File: config.mk
export PLATFORM = sky130hd
export DESIGN_NAME = pulse_logic_gen
export DESIGN_NICKNAME = d
export VERILOG_FILES = /design/src/pulse_ctrl_pkg.sv /design/src/key_edge_detect.sv /design/src/cap_voltage_judge.sv /design/src/cap_mode_ctrl.sv /design/src/igbt_gate_drive.sv /design/src/scr_pulse_timer.sv /design/src/pulse_logic_gen.sv
export SDC_FILE = /design/constraint.sdc
export NUM_CORES = 1
export LEC_CHECK = 0
export CAP_MARGIN = 20
export CELL_PAD_IN_SITES_DETAIL_PLACEMENT = 1
export CELL_PAD_IN_SITES_GLOBAL_PLACEMENT = 2
export CORE_MARGIN = 2
export CORE_UTILIZATION = 25
export DETAILED_ROUTE_END_ITERATION = 10
export DONT_BUFFER_PORTS = 1
export PLACE_DENSITY_LB_ADDON = 0.05
export RECOVER_POWER = 100
export SYNTH_ARGS = -nofsm -noshare
export SYNTH_HDL_FRONTEND = slang
export SYNTH_SLANG_ARGS = --single-unit
File: constraint.sdc
create_clock -name sys_clk -period 4.55 [get_ports sys_clk]
set_input_delay 0.6825 -clock sys_clk [delete_from_list [all_inputs] [get_ports sys_clk]]
set_output_delay 0.6825 -clock sys_clk [all_outputs]
set_load 0.01 [all_outputs]
File: src/pulse_ctrl_pkg.sv
package pulse_ctrl_pkg;

	// ----------------------------------------------------------
	// sizes and timing
	// ----------------------------------------------------------
	localparam int NUM_CAP        = 2;    // capacitor channels
	localparam int ADC_W          = 32;   // signed adc value and setpoint
	localparam int TICK_DIV       = 50;   // sys_clk cycles per 1 us tick
	localparam int SCR_HOLD_TICKS = 50;   // scr on time in ticks
	localparam int DEBOUNCE_LAST  = 5;    // last settle count, six samples in all

	// one channel's measurement inputs
	typedef struct packed {
		logic signed [ADC_W-1:0] adc_value;
		logic signed [ADC_W-1:0] setpoint;
	} cap_sample_t;

	// ----------------------------------------------------------
	// state encodings
	// ----------------------------------------------------------
	typedef enum logic [1:0] {
		CAP_IDLE,
		CAP_MEASURE,
		CAP_CHARGE,
		CAP_DISCHARGE
	} cap_mode_t;

	typedef enum logic {
		SCR_OFF,
		SCR_ON
	} scr_state_t;

	// ----------------------------------------------------------
	// grouped control bits
	// ----------------------------------------------------------

	// last member is bit 0, so bit order matches the gate driver board
	typedef struct packed {
		logic cap1_charge_lo;   // bit 4, low-current charge
		logic cap2_discharge;   // bit 3
		logic cap2_charge;      // bit 2
		logic cap1_discharge;   // bit 1
		logic cap1_charge_hi;   // bit 0, high-current charge
	} igbt_en_t;

	// bit n is the strobe from key n
	typedef struct packed {
		logic scr2_fire;
		logic scr1_fire;
		logic cap2_start;
		logic cap1_start;
	} key_press_t;

endpackage

File: src/key_edge_detect.sv
`timescale 1ns/1ps

module key_edge_detect (
	input  logic                       sys_clk,
	input  logic                       sys_rst_n,
	input  logic [3:0]                 key_push,    // active low
	output pulse_ctrl_pkg::key_press_t key_press
);
	import pulse_ctrl_pkg::*;

	logic [3:0] key_sync0;
	logic [3:0] key_sync1;
	logic [3:0] key_prev;    // last synced level, for the edge

	// keys idle high, reset to the released level so no false press
	always_ff @(posedge sys_clk or negedge sys_rst_n) begin
		if (!sys_rst_n) begin
			key_sync0 <= 4'hf;
			key_sync1 <= 4'hf;
			key_prev  <= 4'hf;
			key_press <= '0;
		end else begin
			key_sync0 <= key_push;
			key_sync1 <= key_sync0;
			key_prev  <= key_sync1;
			// high to low on the synced key is a press
			key_press <= key_press_t'(key_prev & ~key_sync1);
		end
	end

endmodule

File: src/cap_voltage_judge.sv
`timescale 1ns/1ps

module cap_voltage_judge (
	input  logic                        sys_clk,
	input  logic                        sys_rst_n,
	input  logic                        enable,     // channel in measure
	input  pulse_ctrl_pkg::cap_sample_t sample,
	output logic                        done,       // verdict strobe
	output logic                        over        // above setpoint, valid with done
);
	import pulse_ctrl_pkg::*;

	logic       side_over;    // current sample above setpoint
	logic       last_over;    // side of the previous sample
	logic [2:0] settle_cnt;   // same-side samples seen so far

	assign side_over = $signed(sample.adc_value) > $signed(sample.setpoint);

	// ----------------------------------------------------------
	// settling counter
	// ----------------------------------------------------------
	always_ff @(posedge sys_clk or negedge sys_rst_n) begin
		if (!sys_rst_n) begin
			settle_cnt <= '0;
			done       <= 1'b0;
			over       <= 1'b0;
		end else begin
			done <= 1'b0;
			if (!enable) begin
				settle_cnt <= '0;
			end else if (settle_cnt == 3'd0 || side_over != last_over) begin
				settle_cnt <= 3'd1;   // first sample of a new run
			end else if (settle_cnt == DEBOUNCE_LAST) begin
				// sixth sample on the same side
				settle_cnt <= '0;
				done       <= 1'b1;
				over       <= side_over;
			end else begin
				settle_cnt <= settle_cnt + 3'd1;
			end
		end
	end

	always_ff @(posedge sys_clk) begin
		if (enable) begin
			last_over <= side_over;
		end
	end

	a_settle_range: assert property (@(posedge sys_clk) disable iff (!sys_rst_n)
		settle_cnt <= DEBOUNCE_LAST);

endmodule

File: src/cap_mode_ctrl.sv
`timescale 1ns/1ps

module cap_mode_ctrl (
	input  logic                                                   sys_clk,
	input  logic                                                   sys_rst_n,
	input  logic [pulse_ctrl_pkg::NUM_CAP-1:0]                     cap_start,
	input  logic [pulse_ctrl_pkg::NUM_CAP-1:0]                     target_reached,
	input  logic [pulse_ctrl_pkg::NUM_CAP-1:0]                     judge_done,
	input  logic [pulse_ctrl_pkg::NUM_CAP-1:0]                     judge_over,
	output pulse_ctrl_pkg::cap_mode_t [pulse_ctrl_pkg::NUM_CAP-1:0] cap_mode
);
	import pulse_ctrl_pkg::*;

	cap_mode_t [NUM_CAP-1:0] mode_next;

	// ----------------------------------------------------------
	// next mode per channel
	// ----------------------------------------------------------
	always_comb begin
		for (int i = 0; i < NUM_CAP; i++) begin
			mode_next[i] = cap_mode[i];
			if (cap_start[i]) begin
				mode_next[i] = CAP_MEASURE;   // a press always re-measures
			end else begin
				case (cap_mode[i])
					CAP_IDLE: begin
						mode_next[i] = CAP_IDLE;
					end
					CAP_MEASURE: begin
						if (judge_done[i]) begin
							mode_next[i] = judge_over[i] ? CAP_DISCHARGE : CAP_CHARGE;
						end
					end
					CAP_CHARGE,
					CAP_DISCHARGE: begin
						// leave once the capacitor reports its target
						if (target_reached[i]) begin
							mode_next[i] = CAP_IDLE;
						end
					end
					default: begin
						mode_next[i] = CAP_IDLE;
					end
				endcase
			end
		end
	end

	always_ff @(posedge sys_clk or negedge sys_rst_n) begin
		if (!sys_rst_n) begin
			for (int i = 0; i < NUM_CAP; i++) begin
				cap_mode[i] <= CAP_IDLE;
			end
		end else begin
			cap_mode <= mode_next;
		end
	end

	// the judge only runs in measure, so a verdict outside it is a wiring fault
	for (genvar g = 0; g < NUM_CAP; g++) begin : g_chk
		a_done_in_measure: assert property (@(posedge sys_clk) disable iff (!sys_rst_n)
			judge_done[g] |-> cap_mode[g] == CAP_MEASURE);
	end

endmodule

File: src/igbt_gate_drive.sv
`timescale 1ns/1ps

module igbt_gate_drive (
	input  logic                                                   sys_clk,
	input  logic                                                   sys_rst_n,
	input  pulse_ctrl_pkg::cap_mode_t [pulse_ctrl_pkg::NUM_CAP-1:0] cap_mode,
	output pulse_ctrl_pkg::igbt_en_t                               igbt_en
);
	import pulse_ctrl_pkg::*;

	logic [NUM_CAP-1:0] chg_q;   // charge enable per capacitor
	logic [NUM_CAP-1:0] dis_q;   // discharge enable per capacitor

	// ----------------------------------------------------------
	// enables with break-before-make interlock
	// ----------------------------------------------------------
	always_ff @(posedge sys_clk or negedge sys_rst_n) begin
		if (!sys_rst_n) begin
			chg_q <= '0;
			dis_q <= '0;
		end else begin
			for (int i = 0; i < NUM_CAP; i++) begin
				case (cap_mode[i])
					CAP_IDLE: begin
						chg_q[i] <= 1'b0;
						dis_q[i] <= 1'b0;
					end
					CAP_CHARGE: begin
						dis_q[i] <= 1'b0;
						chg_q[i] <= ~dis_q[i];   // waits one cycle after discharge drops
					end
					CAP_DISCHARGE: begin
						chg_q[i] <= 1'b0;
						dis_q[i] <= ~chg_q[i];
					end
					default: begin
						// measure keeps the last verdict running
						chg_q[i] <= chg_q[i];
						dis_q[i] <= dis_q[i];
					end
				endcase
			end
		end
	end

	always_comb begin
		igbt_en.cap1_charge_hi = chg_q[0];
		igbt_en.cap1_charge_lo = chg_q[0];   // both cap1 charge paths together
		igbt_en.cap1_discharge = dis_q[0];
		igbt_en.cap2_charge    = chg_q[1];
		igbt_en.cap2_discharge = dis_q[1];
	end

	a_cap1_interlock: assert property (@(posedge sys_clk) disable iff (!sys_rst_n)
		!((igbt_en.cap1_charge_hi || igbt_en.cap1_charge_lo) && igbt_en.cap1_discharge));
	a_cap2_interlock: assert property (@(posedge sys_clk) disable iff (!sys_rst_n)
		!(igbt_en.cap2_charge && igbt_en.cap2_discharge));

endmodule

File: src/scr_pulse_timer.sv
`timescale 1ns/1ps

module scr_pulse_timer (
	input  logic       sys_clk,
	input  logic       sys_rst_n,
	input  logic [1:0] scr_fire,   // press strobes
	output logic [1:0] scr_en
);
	import pulse_ctrl_pkg::*;

	logic [$clog2(TICK_DIV)-1:0]         div_cnt;
	logic                                tick;         // one cycle per us
	scr_state_t [1:0]                    scr_state;
	logic [$clog2(SCR_HOLD_TICKS+1)-1:0] hold_cnt [2];  // ticks since turn-on

	// ----------------------------------------------------------
	// 1 us tick
	// ----------------------------------------------------------
	assign tick = (div_cnt == TICK_DIV - 1);

	always_ff @(posedge sys_clk or negedge sys_rst_n) begin
		if (!sys_rst_n) begin
			div_cnt <= '0;
		end else if (tick) begin
			div_cnt <= '0;
		end else begin
			div_cnt <= div_cnt + 1'b1;
		end
	end

	// ----------------------------------------------------------
	// scr on-time per thyristor
	// ----------------------------------------------------------
	always_ff @(posedge sys_clk or negedge sys_rst_n) begin
		if (!sys_rst_n) begin
			for (int i = 0; i < 2; i++) begin
				scr_state[i] <= SCR_OFF;
				hold_cnt[i]  <= '0;
			end
		end else begin
			for (int i = 0; i < 2; i++) begin
				case (scr_state[i])
					SCR_OFF: begin
						if (scr_fire[i]) begin
							scr_state[i] <= SCR_ON;
							hold_cnt[i]  <= '0;   // count from turn-on
						end
					end
					default: begin
						// fire strobes are ignored while on
						if (tick) begin
							hold_cnt[i] <= hold_cnt[i] + 1'b1;
							if (hold_cnt[i] == SCR_HOLD_TICKS - 1) begin
								scr_state[i] <= SCR_OFF;
							end
						end
					end
				endcase
			end
		end
	end

	always_comb begin
		for (int i = 0; i < 2; i++) begin
			scr_en[i] = (scr_state[i] == SCR_ON);
		end
	end

	for (genvar g = 0; g < 2; g++) begin : g_chk
		a_hold_range: assert property (@(posedge sys_clk) disable iff (!sys_rst_n)
			hold_cnt[g] <= SCR_HOLD_TICKS);
	end

endmodule

File: src/pulse_logic_gen.sv
`timescale 1ns/1ps

module pulse_logic_gen (
	input  logic                               sys_clk,
	input  logic                               sys_rst_n,
	input  pulse_ctrl_pkg::cap_sample_t        cap1_sample,
	input  pulse_ctrl_pkg::cap_sample_t        cap2_sample,
	input  logic [3:0]                         key_push,         // active low
	input  logic [pulse_ctrl_pkg::NUM_CAP-1:0] target_reached,
	output pulse_ctrl_pkg::igbt_en_t           igbt_en,
	output logic [1:0]                         scr_en
);
	import pulse_ctrl_pkg::*;

	key_press_t              key_press;
	cap_mode_t [NUM_CAP-1:0] cap_mode;
	logic [NUM_CAP-1:0]      judge_done;
	logic [NUM_CAP-1:0]      judge_over;

	// ----------------------------------------------------------
	// key front end
	// ----------------------------------------------------------
	key_edge_detect u_key_edge_detect (
		.sys_clk   (sys_clk),
		.sys_rst_n (sys_rst_n),
		.key_push  (key_push),
		.key_press (key_press)
	);

	// ----------------------------------------------------------
	// capacitor path
	// ----------------------------------------------------------
	cap_mode_ctrl u_cap_mode_ctrl (
		.sys_clk        (sys_clk),
		.sys_rst_n      (sys_rst_n),
		.cap_start      ({key_press.cap2_start, key_press.cap1_start}),
		.target_reached (target_reached),
		.judge_done     (judge_done),
		.judge_over     (judge_over),
		.cap_mode       (cap_mode)
	);

	cap_voltage_judge u_cap1_judge (
		.sys_clk   (sys_clk),
		.sys_rst_n (sys_rst_n),
		.enable    (cap_mode[0] == CAP_MEASURE),
		.sample    (cap1_sample),
		.done      (judge_done[0]),
		.over      (judge_over[0])
	);

	cap_voltage_judge u_cap2_judge (
		.sys_clk   (sys_clk),
		.sys_rst_n (sys_rst_n),
		.enable    (cap_mode[1] == CAP_MEASURE),
		.sample    (cap2_sample),   // own channel's adc value
		.done      (judge_done[1]),
		.over      (judge_over[1])
	);

	igbt_gate_drive u_igbt_gate_drive (
		.sys_clk   (sys_clk),
		.sys_rst_n (sys_rst_n),
		.cap_mode  (cap_mode),
		.igbt_en   (igbt_en)
	);

	// ----------------------------------------------------------
	// thyristor path
	// ----------------------------------------------------------
	scr_pulse_timer u_scr_pulse_timer (
		.sys_clk   (sys_clk),
		.sys_rst_n (sys_rst_n),
		.scr_fire  ({key_press.scr2_fire, key_press.scr1_fire}),
		.scr_en    (scr_en)
	);

endmodule

==> out/metrics.cfg <==
[worst_setup_path]
critPathMaxFanout=4
slowest_delay_ps=530
critPathRequiredTime_ps=4730
crit_type=in -> reg
cp_slowest_cell=nor4b_1
path_cells=inv_1 > ha_1 > nor2b_1 > o211ai_1 > a21boi_2 > o31ai_1 > nor4b_1 > o21ai_0 > and3b_1
end_kind=flip-flop
crit_buf_inv=1
cp_top_family=simple AND/OR/NAND/NOR gates
crit_path_start_kind=input pin
crit_arrival_ps=2720

[cells_and_area]
final_common_cell=inv_1
area_growth_pct=9.03
ff_latch_area_sq_um=1430
nFillCells=1912
finalInstanceArea_sq_um=4530
final_cell_mix=inv_1 (85), ha_1 (78), dfrtp_1 (42), a21oi_1 (34), nand2_1 (32)
stdcell_count=679
drive_gt1_frac=0.0523
multi_input_area_sq_um=2360
fin_nets=672
antenna_cells=0
post-route-util=0.276

[sta]
finalMaxSlewViolations=0
fin_skew_ps=5.32
finalSetupTns_ps=0
setup_viol=0
hold_ws_ps=79.6
tightest_slew_ps=578
hold_viol=0
rsz0062_at_grt=false
clock.fmax_mhz=394
fin_crit_sh=0.558
post-route-min-period_ps=2540
slew_headroom=0.609
timing.final.ws_setup_ps=2010

[grt]
grt_pass1_vias=3484
grt_pass1_wl_um=16100
grt.overflow.total=0
grt_max_degree=55
antenna_found_initial=0
grt_usage=0.108

[floorplan]
chipHeight_um=133
die_width_um=133
start_util=0.253
rows=47
io_pins=143
dieArea_sq_um=17700
core-area_sq_um=16400

[clocking]
cts_num_sinks=56
cts_tree=done
cts_buffer_depth=2
post_cts_buffers=0
cts_hold_buf=0
cts_root_buf=clkbuf_16
cts-buffers-inserted=5
path_clk_slew_ps=70
clk-insertion-delay-late_ps=290
htree_levels=2
cts_resized=0

[detailed_routing]
vias=3135
first_iter_violations=94
routed_via_density=4.62
drc_errors=0
ant_nets=0
routed_wl_um=9150
wl_per_cell_um=13.5
dr.pass1.iters=4

[yosys]
ys_seq_area_frac=0.343
synth_enable_flop_cells=2
synth_async_sr_flop_share=0.964
netlist_area_sq_um=4160
synth_warnings=0
ys_ff_latch=56
synthFlopType=dfrtp_1
avgSynthCellArea_sq_um=9.12
synthDistinctLibCells=48
syn-num-nets=670
synth_cells=456

[place]
dpl-instance-area_sq_um=4410
dp_hpwl_um=7550
place_congestion=0.705
port_buffers=0
dp_slack_ps=1830
dp_cells=671

[run]
cap_violations=0

[outcome]
status=completed

[pwr]
total_power_mw=1.09
p_per_area_nw_per_um2=241
p_leak_nw=2.21
ir_worst_vdd_uv=154

[hold_path]
hold_path.class=in -> async

registers in the layout, summed over array words and instances (netlist names):
register / flops
u_scr_pulse_timer.div_cnt: 6
u_key_edge_detect.key_sync0: 4
u_key_edge_detect.key_press: 4
u_igbt_gate_drive.dis_q: 2
u_cap1_judge.settle_cnt: 3
u_cap2_judge.over: 1
u_cap2_judge.settle_cnt: 3
u_igbt_gate_drive.chg_q: 2
u_scr_pulse_timer.hold_cnt: 12
u_cap1_judge.over: 1
u_cap2_judge.done: 1
u_key_edge_detect.key_prev: 4
u_cap1_judge.last_over: 1
u_cap1_judge.done: 1
u_key_edge_detect.key_sync1: 4
u_cap_mode_ctrl.cap_mode: 4
u_scr_pulse_timer.scr_en: 2
u_cap2_judge.last_over: 1
kinds of logic (layout without fill, tap and decap cells):
family | Yosys count | in the layout | share of synthesized area
and+or+nand+nor | 121 | 121 | 0.167
AOI/OAI and AO/OA | 99 | 99 | 0.147
buffers and inverters | 90 | 93 | 0.0822
adders and majority gates | 78 | 78 | 0.235
DFF | 56 | 56 | 0.343
xor gates and xnor gates | 8 | 8 | 0.0169
muxes | 4 | 4 | 0.00963
synth_stat cells, types with 3 or more instances:
library cell / count / area share
nand3_1: 9 / 0.011
nor2b_1: 12 / 0.018
a31oi_1: 3 / 0.0045
o21ai_0: 21 / 0.025
nand4_1: 12 / 0.018
ha_1: 78 / 0.23
nand2b_1: 4 / 0.0060
nand2_1: 32 / 0.029
o211ai_1: 3 / 0.0054
o21a_1: 3 / 0.0054
dfstp_2: 12 / 0.076
a21oi_1: 34 / 0.041
clkbuf_1: 4 / 0.0036
inv_1: 85 / 0.077
nor3_1: 6 / 0.0072
nor2_1: 20 / 0.018
dfrtp_1: 42 / 0.25
o31ai_1: 5 / 0.0090
mux2i_1: 4 / 0.0096
o22ai_1: 6 / 0.0090
o21ai_1: 7 / 0.0084
xor2_1: 3 / 0.0063
xnor2_1: 5 / 0.011
and4_1: 7 / 0.015
final timing paths:
path | startpoint | endpoint | slack (ps) | depth (start not counted)
min in group sys_clk | u_key_edge_detect.key_sync0[0]$_DFF_PN1_ | u_key_edge_detect.key_sync1[0]$_DFF_PN1_ | 360 | 0
hold / removal | sys_rst_n | u_igbt_gate_drive.dis_q[1]$_DFFE_PN0P_ | 80 | 0
max in group asynchronous | sys_rst_n | u_key_edge_detect.key_sync0[3]$_DFF_PN1_ | 4260 | 0
setup / recovery | cap1_sample[1] | u_cap1_judge.done$_DFF_PN0_ | 2010 | 9
setup reg to reg | u_scr_pulse_timer.div_cnt[1]$_DFF_PN0_ | u_scr_pulse_timer.hold_cnt[10]$_DFFE_PN0P_ | 2840 | 6
hold reg to reg | u_key_edge_detect.key_sync0[0]$_DFF_PN1_ | u_key_edge_detect.key_sync1[0]$_DFF_PN1_ | 360 | 0
power by group:
group          total, mW  switching, mW  internal [mW]
Combinational      0.165         0.0909         0.0742
Clock              0.391          0.186          0.205
Sequential         0.535         0.0148          0.520
worst reg2reg max path: cells and delay by family (launching register included):
kind                       cells  cell delay, ps
and+or+nand+nor                2             730
DFF                            1             390
AOI/OAI and AO/OA              2             270
adders and majority gates      1             160
buffers and inverters          1              60
metal layers:
| metal | share of wire | routed length [um] | GRT usage | vias up |
|---|---|---|---|---|
| met1 | 0.47 | 4250 | 0.134 | 1458 |
| met3 | 0.079 | 723 | 0.0383 | 4 |
| met5 | 0 | 0 | 0 | - |
| met2 | 0.45 | 4100 | 0.181 | 91 |
| li1 | - | - | - | 1582 |
| met4 | 0.0077 | 70 | 0.0215 | 0 |
cell type report:
type	instances	share of cell area
Tap cell	220	0.0607
Multi-Input combinational cell	310	0.521
Sequential cell	56	0.315
Clock buffer	5	0.0276
Inverter	85	0.0704
Clock inverter	3	0.00525
(Power assumes the default switching activity.)
